## src/common/ppu_pkg.sv

```systemverilog
package ppu_pkg;

    // ========================================================================
    // Display and raster
    // ========================================================================
    localparam int DISP_WIDTH  = 320;                    // Visible pixels per line
    localparam int DISP_HEIGHT = 240;                    // Visible lines per frame

    typedef logic [8:0] xcoord_t;                        // 0..319
    typedef logic [7:0] ycoord_t;                        // 0..239

    // ========================================================================
    // Tiles and background map
    // ========================================================================
    localparam int TILE_BYTES     = 32;                  // 8x8 at 4 bpp
    localparam int TILE_DIM       = 8;                   // Tile side in pixels
    localparam int NUM_TILES      = 512;
    localparam int TILE_MEM_BYTES = NUM_TILES * TILE_BYTES; // 16 KB of pattern data
    localparam int MAP_DIM        = 64;                  // 64x64 tile map
    localparam int MAP_ENTRIES    = MAP_DIM * MAP_DIM;

    typedef logic [13:0] tile_addr_t;                    // Byte address into pattern data
    typedef logic [11:0] map_addr_t;                     // {row, column}
    typedef logic [3:0]  pixel_idx_t;                    // One 4 bpp nibble

    localparam pixel_idx_t TRANSPARENT_SPRITE = 4'hF;    // Sprite see-through code
    localparam pixel_idx_t TRANSPARENT_BG     = 4'h0;    // Background shows sky

    // ========================================================================
    // Palettes and colour
    // ========================================================================
    localparam int NUM_PALETTES = 8;
    localparam int PALETTE_SIZE = 16;
    localparam int PAL_ENTRIES  = NUM_PALETTES * PALETTE_SIZE;

    typedef logic [6:0]  pal_addr_t;                     // {palette, entry}
    typedef logic [11:0] color12_t;                      // 4:4:4 RGB
    typedef logic [7:0]  channel_t;                      // Output channel

    localparam channel_t SKY_R = 8'h88;
    localparam channel_t SKY_G = 8'hDD;
    localparam channel_t SKY_B = 8'hFF;

    // ========================================================================
    // Sprite attribute memory
    // ========================================================================
    localparam int NUM_SPRITES = 8;

    typedef logic [2:0] oam_addr_t;

    typedef struct packed {
        logic       enable;
        logic       vflip;
        logic       hflip;
        logic [2:0] palette;
        logic [8:0] tile;
        ycoord_t    y;                                   // Top edge
        xcoord_t    x;                                   // Left edge
    } oam_attr_t;

    typedef union packed {
        logic [31:0] raw;                                // Host view
        oam_attr_t   attr;                               // Renderer view
    } oam_entry_u;

    // Host write target
    typedef enum logic [1:0] {
        SEL_PALETTE = 2'd0,
        SEL_TILE    = 2'd1,
        SEL_MAP     = 2'd2,
        SEL_OAM     = 2'd3
    } host_sel_t;

endpackage
```

## src/common/ppu_if.sv

```systemverilog


// Per-sprite attribute and pattern fetch
interface sprite_fetch_if import ppu_pkg::*; ();
    oam_entry_u oam       [NUM_SPRITES];                 // Live OAM contents
    tile_addr_t tile_addr [NUM_SPRITES];                 // One pattern port per sprite
    logic [7:0] tile_data [NUM_SPRITES];

    modport memory   (output oam, tile_data, input  tile_addr);
    modport renderer (input  oam, tile_data, output tile_addr);
endinterface


```

## src/design/render/sprite_renderer.sv

```systemverilog
`timescale 1ns/1ps

module sprite_renderer import ppu_pkg::*; (
    input  xcoord_t    raster_x,
    input  ycoord_t    raster_y,
    sprite_fetch_if.renderer fetch,
    output logic       spr_hit,                          // Some opaque sprite covers pixel
    output logic [2:0] spr_palette,
    output pixel_idx_t spr_idx
);

    logic [NUM_SPRITES-1:0] opaque;                      // Covering and not see-through
    pixel_idx_t             sprite_nib [NUM_SPRITES];
    logic [2:0]             sprite_pal [NUM_SPRITES];

    // ========================================================================
    // Per-sprite bounds, flip and pattern fetch
    // ========================================================================
    for (genvar i = 0; i < NUM_SPRITES; i++) begin : gen_sprite
        oam_attr_t  attr;
        xcoord_t    dx;                                  // Offset from left edge
        ycoord_t    dy;                                  // Offset from top edge
        logic       in_box;
        logic [2:0] loc_x;
        logic [2:0] loc_y;

        assign attr = fetch.oam[i].attr;
        assign dx   = raster_x - attr.x;
        assign dy   = raster_y - attr.y;

        // No wrap past the right or bottom edge
        assign in_box = attr.enable
                     && (raster_x >= attr.x) && (dx < xcoord_t'(TILE_DIM))
                     && (raster_y >= attr.y) && (dy < ycoord_t'(TILE_DIM));

        assign loc_x = dx[2:0] ^ {3{attr.hflip}};        // 7 - x when mirrored
        assign loc_y = dy[2:0] ^ {3{attr.vflip}};        // 7 - y when flipped

        assign fetch.tile_addr[i] = {attr.tile, loc_y, loc_x[2:1]};

        assign sprite_nib[i] = loc_x[0] ? fetch.tile_data[i][3:0]
                                        : fetch.tile_data[i][7:4];
        assign sprite_pal[i] = attr.palette;
        assign opaque[i]     = in_box && (sprite_nib[i] != TRANSPARENT_SPRITE);
    end

    // ========================================================================
    // Priority select
    // ========================================================================
    always_comb begin
        spr_hit     = 1'b0;
        spr_palette = '0;
        spr_idx     = TRANSPARENT_SPRITE;
        for (int i = 0; i < NUM_SPRITES; i++) begin
            if (opaque[i]) begin                         // Later sprite overrides earlier
                spr_hit     = 1'b1;
                spr_palette = sprite_pal[i];
                spr_idx     = sprite_nib[i];
            end
        end
    end

    // A hit must never carry the see-through code to the mixer
    a_hit_opaque: assert property (@(raster_x)
        spr_hit |-> (spr_idx != TRANSPARENT_SPRITE))
        else $error("sprite hit with transparent nibble at x=%0d y=%0d", raster_x, raster_y);

endmodule

```

## src/flat_wrapper.sv

```systemverilog
// flat-port wrapper written by rule: the top's interface ports become plain ports
module sprite_renderer_flat import ppu_pkg::*;
  (raster_x, raster_y, spr_hit, spr_palette, spr_idx, fetch_oam, fetch_tile_data, fetch_tile_addr);
  sprite_fetch_if fetch_i ();
  input  xcoord_t raster_x;
  input  ycoord_t raster_y;
  output logic spr_hit;
  output logic [2:0] spr_palette;
  output pixel_idx_t spr_idx;
  input wire logic [$bits(fetch_i.oam)-1:0] fetch_oam;
  input wire logic [$bits(fetch_i.tile_data)-1:0] fetch_tile_data;
  output wire logic [$bits(fetch_i.tile_addr)-1:0] fetch_tile_addr;
  assign fetch_i.oam = {>>{fetch_oam}};
  assign fetch_i.tile_data = {>>{fetch_tile_data}};
  assign fetch_tile_addr = {>>{fetch_i.tile_addr}};
  sprite_renderer u_core (.raster_x(raster_x), .raster_y(raster_y), .fetch(fetch_i), .spr_hit(spr_hit), .spr_palette(spr_palette), .spr_idx(spr_idx));
endmodule
```

## config.mk

```make
export PLATFORM = sky130hd
export DESIGN_NAME = sprite_renderer_flat
export DESIGN_NICKNAME = d
export VERILOG_FILES = /design/src/common/ppu_pkg.sv /design/src/common/ppu_if.sv /design/src/design/render/sprite_renderer.sv /design/src/flat_wrapper.sv
export SDC_FILE = /design/constraint.sdc
export NUM_CORES = 1
export LEC_CHECK = 0
export BUFFER_PORTS_ARGS = -buffer_cell sky130_fd_sc_hd__buf_2
export CAP_MARGIN = 20
export CORE_AREA = 2 2 180 182
export DETAILED_ROUTE_END_ITERATION = 6
export DIE_AREA = 0 0 182 184
export GPL_ROUTABILITY_DRIVEN = 0
export REMOVE_ABC_BUFFERS = 1
export SLEW_MARGIN = 5
export SYNTH_ARGS = -nofsm -noshare
export SYNTH_HDL_FRONTEND = slang
export SYNTH_SLANG_ARGS = --single-unit
```

## constraint.sdc

```tcl
create_clock -name vclk -period 5.1
set_clock_uncertainty 0.1 [all_clocks]
set_input_delay 0.51 -clock vclk [all_inputs]
set_output_delay 0.51 -clock vclk [all_outputs]
set_load 0.05 [all_outputs]
```

==> flow_summary.toml <==
[die]
start_util_pct = 26.3
core_um2 = 31400
num_io_pins = 457
die_y_um = 184
die_area_um2 = 33500
die_x_um = 182
core.rowCount = 65

[synthesis]
seq_area_frac_synth_pct = 0
ys_types = 74
synth_cells = 1149
avgSynthCellArea_um2 = 7.19
yosysWarnings = 0
syn_area_um2 = 8260

[cells_and_area]
utilization_pct = 32.4
nFlopsAndLatches = 0
clock_buffer_count = 0
antenna_cells = 0
final_area_um2 = 10200
layout_common_cells = "buf_2, inv_1, ha_1"
fill_cells = 3458
mostFrequentLayoutCell = "buf_2"
nNetsFinal = 1911
drive_gt1_share_pct = 27.0
fin_cells = 1822
regArea_um2 = 0
syn_to_final_growth_pct = 23.0

[sta]
rsz0062_at_grt = "false"
tns_ns = 0
clock.fmax_ghz = 0.205
setup_viol = 0
slew_headroom_pct = 47.4
fin_hold_ws_ns = 0.920
worst_pin_slew_ns = 0.767
setup_ws_ns = 0.226
slew_viol_final = 0
hold_violations = 0
min_period_ns = 4.87
period_share_pct = 95.6

[min_path]
hold_path_class = "primary input to primary output"
hp-start = "fetch_oam[177]"
hold_end = "fetch_tile_addr[75]"
whs_path_depth = 0

[grt]
grt_pass1_vias = 9302
grt_antenna_before_repair = 3
grt_usage_pct = 24.2
grt_pass1_wl_um = 59500
grt_max_degree = 17
grt_overflow_total = 0

[detailed_routing]
via_per_inst = 5.24
vias = 9548
first_pass_iters = 5
ant_nets = 0
wire_per_inst_um = 23.6
drcViolationCount = 0
drt_iter0_markers = 666
wl_um = 42900

[worst_setup_path]
path_class = "primary input to primary output"
cp_data_arrival_time_ns = 4.26
crit_fanout = 10
crit_required_ns = 4.49
end_kind = "primary output"
cp-start-kind = "primary input"

[place]
portBuffers = 313
post-place-ws_ns = 0.140
dp_cells = 1822
placedInstanceArea_um2 = 10100
hpwl_um = 37500

[clocking]
hold_buffers = 0
cts-resized-gates = 0
post_cts_buffers = 0

[outcome]
status = "finished clean"

[power_and_ir_drop]
peakVddDrop_mv = 0.0710
p_leak_nw = 5.24
total_power_mw = 1.38
power_density_nw_per_um2 = 136

[flow_run]
cap_violations = 0
## per-layer routing
layer | routed length, um | track usage (%) | vias to the layer above | share of wire, %
li1 | - | - | 4619 | -
met1 | 18700 | 31.6 | 4348 | 44
met2 | 17200 | 35.6 | 527 | 40
met3 | 5940 | 12.5 | 42 | 14
met4 | 719 | 3.10 | 12 | 1.7
met5 | 368 | 7.70 | - | 0.86
## cells in the mapped netlist, types with 6 or more instances
| library cell | n | area, um2 |
|---|---|---|
| nand3_1 | 27 | 135 |
| nand4_1 | 32 | 200 |
| fa_1 | 16 | 320 |
| nand2b_1 | 20 | 125 |
| o21bai_1 | 7 | 52.6 |
| o21ai_0 | 55 | 275 |
| nor2_1 | 79 | 297 |
| nor4_1 | 10 | 62.6 |
| nand2_1 | 50 | 188 |
| buf_4 | 73 | 548 |
| or3_1 | 7 | 43.8 |
| nor3_1 | 18 | 90.1 |
| xnor2_1 | 60 | 526 |
| and3_1 | 7 | 43.8 |
| o221ai_1 | 14 | 123 |
| xor2_1 | 28 | 245 |
| o2111ai_1 | 9 | 78.8 |
| a211oi_1 | 12 | 90.1 |
| o22ai_1 | 6 | 37.5 |
| o211ai_1 | 13 | 97.6 |
| o21ai_1 | 7 | 35.0 |
| a31oi_1 | 10 | 62.6 |
| nor2b_1 | 18 | 113 |
| mux2_2 | 7 | 78.8 |
| a32oi_1 | 6 | 52.6 |
| o21a_1 | 21 | 158 |
| mux2i_1 | 45 | 450 |
| a21o_1 | 19 | 143 |
| inv_1 | 165 | 619 |
| ha_1 | 136 | 1700 |
| a21oi_1 | 73 | 365 |
## power by group
group	switching, mW	total, mW	leakage [nW]	internal (mW)
Clock	0	0	0	0
Sequential	0	0	0	0
Combinational	0.865	1.38	5.24	0.518
Total	0.865	1.38	5.24	0.518
## worst max-delay path by stage
stage | start | endpoint | slack, ns | cells after the start
CTS | raster_x[0] | spr_idx[3] | 0.13 | 16
global route | raster_y[0] | spr_palette[1] | 0.02 | 18
floorplan | raster_x[0] | spr_idx[3] | 0.12 | 14
finish | raster_x[0] | spr_palette[0] | 0.23 | 20
global placement | raster_x[0] | spr_idx[3] | 0.17 | 16
detailed placement | raster_x[0] | spr_idx[3] | 0.14 | 16
## cells by family after synthesis
logic type / after synthesis / synth area share [%]
AO/OA/AOI/OAI: 301 / 24.3
AND/OR/NAND/NOR: 305 / 19.7
buffers and inverters: 245 / 14.5
adder cells (fa/ha/maj): 152 / 24.5
multiplexers: 53 / 6.54
XOR/XNOR: 93 / 10.5
## critical path: stages
cell and delay, ns:
buf_2 0.10, inv_1 0.13, buf_4 0.17, ha_1 0.17, inv_1 0.06, fa_1 0.41, a21o_1 0.20, a22o_1 0.23
or3_1 0.31, a22oi_1 0.16, o2111ai_1 0.20, nor4_4 0.24, buf_4 0.23, nor2b_1 0.07, buf_4 0.15, buf_4 0.13
a221oi_1 0.31, a32oi_1 0.16, buf_4 0.17, buf_12 0.14
## area by class of cell
| type | instances | area, um2 | area share, % |
|---|---|---|---|
| multi-input cells | 904 | 7100 | 69.8 |
| repair buffers | 351 | 1940 | 19.1 |
| inverters | 165 | 619 | 6.09 |
| well taps | 402 | 503 | 4.95 |
Note: power is estimated with default switching activity, not from simulation.
