$ cat config.mk
export PLATFORM = sky130hd
export DESIGN_NAME = scanout_flat
export DESIGN_NICKNAME = d
export VERILOG_FILES = /design/src/common/ppu_pkg.sv /design/src/common/ppu_if.sv /design/src/design/scanout.sv /design/src/flat_wrapper.sv
export SDC_FILE = /design/constraint.sdc
export NUM_CORES = 1
export LEC_CHECK = 0
export BUFFER_PORTS_ARGS = -buffer_cell sky130_fd_sc_hd__buf_2
export CAP_MARGIN = 5
export CORE_MARGIN = 3
export CORE_UTILIZATION = 43
export CTS_BUF_LIST = sky130_fd_sc_hd__clkbuf_16
export DETAILED_ROUTE_END_ITERATION = 8
export GPL_ROUTABILITY_DRIVEN = 0
export PLACE_DENSITY_LB_ADDON = 0.2
export SLEW_MARGIN = 20
export SYNTH_ARGS = -nofsm -noshare
export SYNTH_HDL_FRONTEND = slang
export SYNTH_SLANG_ARGS = --single-unit
$ cat constraint.sdc
create_clock -name clk -period 5.1 [get_ports clk]
set_clock_uncertainty 0.15 [all_clocks]
set_input_delay 1.02 -clock clk [delete_from_list [all_inputs] [get_ports clk]]
set_output_delay 1.02 -clock clk [all_outputs]
set_load 0.02 [all_outputs]
$ cat src/common/ppu_pkg.sv
package ppu_pkg;

    // ========================================================================
    // Display and raster
    // ========================================================================
    localparam int DISP_WIDTH  = 320;                    // Visible pixels per line
    localparam int DISP_HEIGHT = 240;                    // Visible lines per frame

    typedef logic [8:0] xcoord_t;                        // 0..319
    typedef logic [7:0] ycoord_t;                        // 0..239

    // ========================================================================
    // Tiles and background map
    // ========================================================================
    localparam int TILE_BYTES     = 32;                  // 8x8 at 4 bpp
    localparam int TILE_DIM       = 8;                   // Tile side in pixels
    localparam int NUM_TILES      = 512;
    localparam int TILE_MEM_BYTES = NUM_TILES * TILE_BYTES; // 16 KB of pattern data
    localparam int MAP_DIM        = 64;                  // 64x64 tile map
    localparam int MAP_ENTRIES    = MAP_DIM * MAP_DIM;

    typedef logic [13:0] tile_addr_t;                    // Byte address into pattern data
    typedef logic [11:0] map_addr_t;                     // {row, column}
    typedef logic [3:0]  pixel_idx_t;                    // One 4 bpp nibble

    localparam pixel_idx_t TRANSPARENT_SPRITE = 4'hF;    // Sprite see-through code
    localparam pixel_idx_t TRANSPARENT_BG     = 4'h0;    // Background shows sky

    // ========================================================================
    // Palettes and colour
    // ========================================================================
    localparam int NUM_PALETTES = 8;
    localparam int PALETTE_SIZE = 16;
    localparam int PAL_ENTRIES  = NUM_PALETTES * PALETTE_SIZE;

    typedef logic [6:0]  pal_addr_t;                     // {palette, entry}
    typedef logic [11:0] color12_t;                      // 4:4:4 RGB
    typedef logic [7:0]  channel_t;                      // Output channel

    localparam channel_t SKY_R = 8'h88;
    localparam channel_t SKY_G = 8'hDD;
    localparam channel_t SKY_B = 8'hFF;

    // ========================================================================
    // Sprite attribute memory
    // ========================================================================
    localparam int NUM_SPRITES = 8;

    typedef logic [2:0] oam_addr_t;

    typedef struct packed {
        logic       enable;
        logic       vflip;
        logic       hflip;
        logic [2:0] palette;
        logic [8:0] tile;
        ycoord_t    y;                                   // Top edge
        xcoord_t    x;                                   // Left edge
    } oam_attr_t;

    typedef union packed {
        logic [31:0] raw;                                // Host view
        oam_attr_t   attr;                               // Renderer view
    } oam_entry_u;

    // Host write target
    typedef enum logic [1:0] {
        SEL_PALETTE = 2'd0,
        SEL_TILE    = 2'd1,
        SEL_MAP     = 2'd2,
        SEL_OAM     = 2'd3
    } host_sel_t;

endpackage
$ cat src/common/ppu_if.sv


// Palette lookups for both layers
interface color_lookup_if import ppu_pkg::*; ();
    pal_addr_t bg_addr;                                  // Always palette 0
    pal_addr_t spr_addr;
    color12_t  bg_color;
    color12_t  spr_color;

    modport memory (input  bg_addr, spr_addr, output bg_color, spr_color);
    modport mixer  (output bg_addr, spr_addr, input  bg_color, spr_color);
endinterface

$ cat src/design/scanout.sv
`timescale 1ns/1ps

module scanout import ppu_pkg::*; (
    input  logic       clk,
    input  logic       reset,
    output xcoord_t    raster_x,                         // Position being rendered
    output ycoord_t    raster_y,
    input  pixel_idx_t bg_idx,
    input  logic       spr_hit,
    input  logic [2:0] spr_palette,
    input  pixel_idx_t spr_idx,
    color_lookup_if.mixer lookup,
    output logic       pixel_valid,
    output xcoord_t    pixel_x,                          // Position of registered colour
    output ycoord_t    pixel_y,
    output channel_t   pixel_r,
    output channel_t   pixel_g,
    output channel_t   pixel_b
);

    color12_t pick;                                      // Winning 12-bit colour
    logic     use_sky;
    channel_t mix_r;
    channel_t mix_g;
    channel_t mix_b;

    // Nibble doubling to 8 bits
    function automatic channel_t widen(input logic [3:0] n);
        return {n, n};
    endfunction

    // ========================================================================
    // Raster counter
    // ========================================================================
    always_ff @(posedge clk) begin
        if (reset) begin
            raster_x <= '0;
            raster_y <= '0;
        end else if (raster_x == xcoord_t'(DISP_WIDTH - 1)) begin
            raster_x <= '0;                              // End of line
            raster_y <= (raster_y == ycoord_t'(DISP_HEIGHT - 1)) ? '0 : raster_y + 1'b1;
        end else begin
            raster_x <= raster_x + 1'b1;
        end
    end

    // ========================================================================
    // Layer mixing
    // ========================================================================
    assign lookup.bg_addr  = {3'b000, bg_idx};           // Background palette fixed at 0
    assign lookup.spr_addr = {spr_palette, spr_idx};

    assign use_sky = !spr_hit && (bg_idx == TRANSPARENT_BG);
    assign pick    = spr_hit ? lookup.spr_color : lookup.bg_color;

    assign mix_r = use_sky ? SKY_R : widen(pick[11:8]);
    assign mix_g = use_sky ? SKY_G : widen(pick[7:4]);
    assign mix_b = use_sky ? SKY_B : widen(pick[3:0]);

    // Colour and position leave together one clock later
    always_ff @(posedge clk) begin
        if (reset) begin
            pixel_valid <= 1'b0;
            pixel_x     <= '0;
            pixel_y     <= '0;
            pixel_r     <= '0;
            pixel_g     <= '0;
            pixel_b     <= '0;
        end else begin
            pixel_valid <= 1'b1;                         // No blanking in this raster
            pixel_x     <= raster_x;
            pixel_y     <= raster_y;
            pixel_r     <= mix_r;
            pixel_g     <= mix_g;
            pixel_b     <= mix_b;
        end
    end

    a_x_visible: assert property (@(posedge clk) disable iff (reset)
        pixel_x < xcoord_t'(DISP_WIDTH))
        else $error("pixel_x %0d beyond visible width", pixel_x);

endmodule

$ cat src/flat_wrapper.sv
// flat-port wrapper written by rule: the top's interface ports become plain ports
module scanout_flat import ppu_pkg::*;
  (clk, reset, raster_x, raster_y, bg_idx, spr_hit, spr_palette, spr_idx, pixel_valid, pixel_x, pixel_y, pixel_r, pixel_g, pixel_b, lookup_bg_addr, lookup_spr_addr, lookup_bg_color, lookup_spr_color);
  color_lookup_if lookup_i ();
  input  logic clk;
  input  logic reset;
  output xcoord_t raster_x;
  output ycoord_t raster_y;
  input  pixel_idx_t bg_idx;
  input  logic spr_hit;
  input  logic [2:0] spr_palette;
  input  pixel_idx_t spr_idx;
  output logic pixel_valid;
  output xcoord_t pixel_x;
  output ycoord_t pixel_y;
  output channel_t pixel_r;
  output channel_t pixel_g;
  output channel_t pixel_b;
  output wire logic [$bits(lookup_i.bg_addr)-1:0] lookup_bg_addr;
  output wire logic [$bits(lookup_i.spr_addr)-1:0] lookup_spr_addr;
  input wire logic [$bits(lookup_i.bg_color)-1:0] lookup_bg_color;
  input wire logic [$bits(lookup_i.spr_color)-1:0] lookup_spr_color;
  assign lookup_bg_addr = lookup_i.bg_addr;
  assign lookup_spr_addr = lookup_i.spr_addr;
  assign lookup_i.bg_color = lookup_bg_color;
  assign lookup_i.spr_color = lookup_spr_color;
  scanout u_core (.clk(clk), .reset(reset), .raster_x(raster_x), .raster_y(raster_y), .bg_idx(bg_idx), .spr_hit(spr_hit), .spr_palette(spr_palette), .spr_idx(spr_idx), .lookup(lookup_i), .pixel_valid(pixel_valid), .pixel_x(pixel_x), .pixel_y(pixel_y), .pixel_r(pixel_r), .pixel_g(pixel_g), .pixel_b(pixel_b));
endmodule
==> results.json, run 1 <==
{
  "vias_per_cell": 4.83,
  "syn_inst": 193,
  "grt-ovfl-total": 0,
  "drc_errors": 0,
  "vdd_drop_max_mv": 0.166,
  "final_common_cell": "buf_2",
  "fin_nets": 302,
  "ioPinCount": 111,
  "cap_violations": 0,
  "critPathLaunchType": "primary input",
  "final_cell_mix": "buf_2, dfxtp_1, nor2b_1, a21oi_1, mux2i_1",
  "final-hold-violation-count": 0,
  "synth-seq-cells": 47,
  "placed_cell_area_um2": 2220,
  "synth_area_leaders": "dfxtp_1, buf_4, mux2i_1, nor2b_1, a21oi_1",
  "postCtsSetupBuffers": 0,
  "antenna_found_initial": 0,
  "dr.pass1.iters": 4,
  "n_fill_cell": 389,
  "ys.warnings.count": 0,
  "synth-main-ff-cell": "dfxtp_1",
  "worstPathCellList": "buf_2 > buf_2",
  "cts_sinks": 47,
  "grt_usage": 0.151,
  "syn-cell-area_um2": 1910,
  "setup_tns_ns": 0,
  "wire_per_inst_um": 13.1,
  "synth_edf_count": 0,
  "ant_nets": 0,
  "slowest_stage": "buf_2",
  "synth_top_cell_area_share": 0.493,
  "num_rows": 23,
  "routed_wl_mm": 4.09,
  "htreeDepth": 2,
  "finalSetupViolCount": 0,
  "yosysSeqAreaShare": 0.493,
  "ys_types": 36,
  "drive_gt1_frac": 0.395,
  "worst_setup_path_end_kind": "output port",
  "status": "completed",
  "coreArea_um2": 4140,
  "grt_pass1_wl_mm": 6.40,
  "p_per_area_nw_per_um2": 325,
  "cts_resized": 0,
  "cp.arrival_ns": 1.28,
  "vias": 1512,
  "die_x_um": 72.6,
  "crit_top_cell": "buf_2",
  "drt_iter0_markers": 51,
  "synthToLayoutAreaGrowth_pct": 23.6,
  "path_max_fanout": 2,
  "p_leak_nw": 1.18,
  "critPathBufInv": 2,
  "place_hpwl_mm": 3.05,
  "clkLatencyLatePin_ns": 0.27,
  "min_period_ns": 2.45,
  "grt_max_degree": 40,
  "grt_pass1_vias": 1404,
  "cts_tree": "done",
  "clk_path_buf_depth": 2,
  "min_period_over_period": 0.479,
  "crit_type": "primary input to output port",
  "start_util": 0.460,
  "yosysTopAreaCell": "dfxtp_1",
  "dieHeight_um": 72.6,
  "cpLargestDelayFamily": "buffers and inverters",
  "postCtsHoldBufs": 0,
  "final_area_um2": 2360,
  "clk_pin_slew_ns": 0.06,
  "rsz0062_at_grt": "no",
  "hp-class": "flop to flop",
  "slowest_delay_ns": 0.15,
  "numCtsBuffers": 5,
  "ys_async_sr_fraction": 0,
  "dieArea_um2": 5270,
  "antenna_cells": 0,
  "max-slew-margin-rel": 0.550,
  "required_ns": 3.93,
  "fmax_mhz": 409,
  "io_buffers": 93,
  "cts-root-buf": "clkbuf_16",
  "worst_pin_slew_ns": 0.675,
  "slew_violations": 0,
  "synth_area_per_cell_um2": 9.88
}
[layout make-up]
cell class | count | area, µm² | share of cell area
clock buffer | 5 | 125 | 0.0531
clock inverter | 3 | 12.5 | 0.00531
inverter | 1 | 3.75 | 0.00159
multi-input combinational | 114 | 746 | 0.317
sequential | 47 | 941 | 0.399
tap | 50 | 62.6 | 0.0266
timing repair buffer | 93 | 465 | 0.198
[through the flow]
step           total power, mW  hold slack (ns)  instances  utilization  setup slack [ns]
2_1_floorplan            0.464            0.397        195            -              2.78
3_3_place_gp             0.477            0.339        305        0.535              2.65
3_5_place_dp             0.479            0.351        305        0.535              2.65
4_1_cts                  0.779            0.360        313        0.569              2.65
5_1_grt                  0.800            0.386        313        0.569              2.65
6_report                 0.765            0.353        313        0.569              2.65
[worst register-to-register path, delay by kind of cell (launching register included)]
kind	cells	cell delay, ns
AO/OA/AOI/OAI	1	0.16
adder cells (fa/ha/maj)	1	0.29
flip-flops	1	0.44
AND/OR/NAND/NOR	3	1.05
[report_power, final]
group | switching, mW | leakage (nW) | internal [mW]
Combinational | 0.0513 | 0.725 | 0.0313
Sequential | 0.00789 | 0.383 | 0.379
Clock | 0.119 | 0.0762 | 0.177
Total | 0.178 | 1.18 | 0.587
[synthesized netlist by cell type, drive strengths merged (2+ instances only)]
master and count:
or4b 2, and3 2, ha 2, buf 30
nand2 7, xor2 6, mux2i 13, nand3 7
dfxtp 47, nand4 3, a21oi 14, or3 2
nor2b 19, nor3 5, nor2 11, clkbuf 3
o21ai 4
[flip-flops by register name, summed over array words and instances, names as in the netlist]
name	cells
u_core.pixel_valid	1
u_core.pixel_g	4
u_core.pixel_r	4
u_core.raster_x	9
u_core.pixel_x	9
u_core.pixel_b	4
u_core.pixel_y	8
u_core.raster_y	8
[path summary, 6_finish.rpt]
path                                          from            endpoint  slack [ns]  depth (start not counted)
worst min-delay path            u_core.raster_x[8]   u_core.pixel_x[8]        0.35                          1
worst max-delay path                     bg_idx[3]   lookup_bg_addr[3]        2.65                          2
worst max register to register  u_core.raster_x[0]  u_core.raster_y[7]        2.93                          5
worst min register to register  u_core.raster_x[8]   u_core.pixel_x[8]        0.35                          1
[cells by family after synthesis]
family,count (synthesis),synth area share
simple gates,65,0.199
flops,47,0.493
buf+inv,34,0.119
compound gates,24,0.0722
mux,13,0.0682
xor+xnor,7,0.0322
fa+ha+maj,2,0.0131
other cells,1,0.00197
[per-layer routing]
layer	global-route usage	share of wire
met5	0	0
met4	0.0512	0.013
met1	0.174	0.40
met2	0.269	0.48
met3	0.0413	0.10
Power figures use the tool's default switching activity.
==> inputs of run 2 (changes only) <==
==> constraint.sdc (replaced) <==
create_clock -name clk -period 2.55 [get_ports clk]
set_clock_uncertainty 0.15 [all_clocks]
set_input_delay 0.51 -clock clk [delete_from_list [all_inputs] [get_ports clk]]
set_output_delay 0.51 -clock clk [all_outputs]
set_load 0.02 [all_outputs]
==> run 2 against run 1 <==
  * Wire length is 1.5% higher
  * Non-clock buffer count rose by 1
  * Sequential cell count did not move
  * First-iteration DRC count decreased by 22%
  * Hold slack better by 0.0092 ns
  * Sequential share of layout area fell by 0.97 points
  * Register-to-register slack got worse by 2.5 ns
  * Highest routed layer unchanged
==> results.json, run 2 (synthesis gave the netlist of run 1 again) <==
{
  "status": "completed",
  "dieHeight_um": 72.6,
  "largest_registers": "u_core.pixel_x x9, u_core.raster_x x9",
  "antenna_found_initial": 0,
  "cts_sinks": 47,
  "rsz0062_at_grt": "no",
  "required_ns": 2.60,
  "final_common_cell": "buf_2",
  "n_fill_cell": 382,
  "hp-class": "flop to flop",
  "final_area_um2": 2410,
  "ant_nets": 0,
  "cpLargestDelayFamily": "simple AND/OR/NAND/NOR gates",
  "start_util": 0.460,
  "postCtsSetupBuffers": 0,
  "final_cell_mix": "buf_2, dfxtp_1, nor2b_1, a21oi_1, mux2i_1",
  "die_x_um": 72.6,
  "cap_violations": 0,
  "cp.arrival_ns": 2.20,
  "cts_resized": 0,
  "grt-ovfl-total": 0,
  "min_period_ns": 2.15,
  "vias": 1559,
  "met1_usage": 0.173,
  "coreArea_um2": 4140,
  "slowest_delay_ns": 0.53,
  "drc_errors": 0,
  "slew_violations": 0,
  "clkLatencyLatePin_ns": 0.28,
  "wire_per_inst_um": 13.2,
  "drive_gt1_frac": 0.402,
  "p_per_area_nw_per_um2": 723,
  "clk_pin_slew_ns": 0.06,
  "critPathLaunchType": "flop",
  "min_period_over_period": 0.843,
  "layout_setup_ws_ns": 0.401,
  "finalSetupViolCount": 0,
  "crit_type": "flop to flop",
  "dr.pass1.iters": 4,
  "cts_tree": "done",
  "multi_input_area_um2": 746,
  "fmax_mhz": 465,
  "grt_usage": 0.154,
  "path_max_fanout": 15,
  "slowest_stage": "or4_1",
  "clk_path_buf_depth": 2,
  "dieArea_um2": 5270,
  "postCtsHoldBufs": 0,
  "htreeDepth": 2,
  "p_leak_nw": 1.21,
  "pre_cts_slack_ns": 0.434,
  "worstPathCellList": "ha_1 > nor2b_1 > nand3_4 > or4_1 > a31oi_1",
  "grt_busiest_layer": "met2",
  "numCtsBuffers": 5,
  "synthToLayoutAreaGrowth_pct": 26.6,
  "drt_iter0_markers": 40,
  "grt_pass1_vias": 1449,
  "antenna_cells": 0,
  "vdd_drop_max_mv": 0.326,
  "ioPinCount": 111,
  "worst_setup_path_end_kind": "flop",
  "num_rows": 23,
  "grt_max_degree": 23,
  "critPathBufInv": 0,
  "io_buffers": 93,
  "setup_tns_ns": 0,
  "place_hpwl_mm": 3.13,
  "placed_cell_area_um2": 2230,
  "met2_usage": 0.271,
  "vias_per_cell": 4.96,
  "cts-root-buf": "clkbuf_16",
  "grtUsageMet3": 0.0427,
  "final-hold-violation-count": 0,
  "fin_nets": 303,
  "regArea_um2": 941,
  "grt_pass1_wl_mm": 6.48,
  "routed_wl_mm": 4.15
}
## run 2: changes by cell type in the layout (fill, tap and decap cells not counted), sizes merged
cell    before  now
buf         93   94
inv          3    2
bufinv       0    2
clkinv       1    0
## run 2: worst paths after layout
kind,start,end,slack [ns],cells past startpoint
setup / recovery,u_core.raster_x[0],u_core.raster_y[7],0.40,5
hold / removal,u_core.raster_x[8],u_core.pixel_x[8],0.36,1
setup reg to reg,u_core.raster_x[0],u_core.raster_y[7],0.40,5
hold reg to reg,u_core.raster_x[8],u_core.pixel_x[8],0.36,1
## run 2: per-layer routing
metal / vias up / part of all wire
met2: 88 / 0.48
li1: 768 / -
met5: - / 0
met3: 12 / 0.12
met4: 0 / 0.014
met1: 691 / 0.39
## run 2: layout make-up
type                    count  share of cell area
flip-flops and latches     47               0.390
clock buffers               5              0.0518
clock inverters             3              0.0264
inverters                   1             0.00155
well taps                  50              0.0259
multi-input cells         114               0.309
repair buffers             94               0.196
## run 2: report_power, final
group / switching (mW) / total (mW) / internal [mW]
registers: 0.0156 / 0.773 / 0.757
clock network: 0.248 / 0.805 / 0.557
logic: 0.104 / 0.168 / 0.0635
## run 2: worst reg2reg max path, stage by stage, from the launching register on
cell and delay [ns]:
dfxtp_1 0.45, ha_1 0.28, nor2b_1 0.28, nand3_4 0.19
or4_1 0.53, a31oi_1 0.18
## run 2: stage by stage
stage          hold WS (ns)   util  cells  total power, mW
2_1_floorplan         0.397      -    195            0.929
3_3_place_gp          0.330  0.537    306            0.957
3_5_place_dp          0.355  0.537    306            0.960
4_1_cts               0.361  0.583    314             1.77
5_1_grt               0.391  0.583    314             1.81
6_report              0.362  0.583    314             1.75
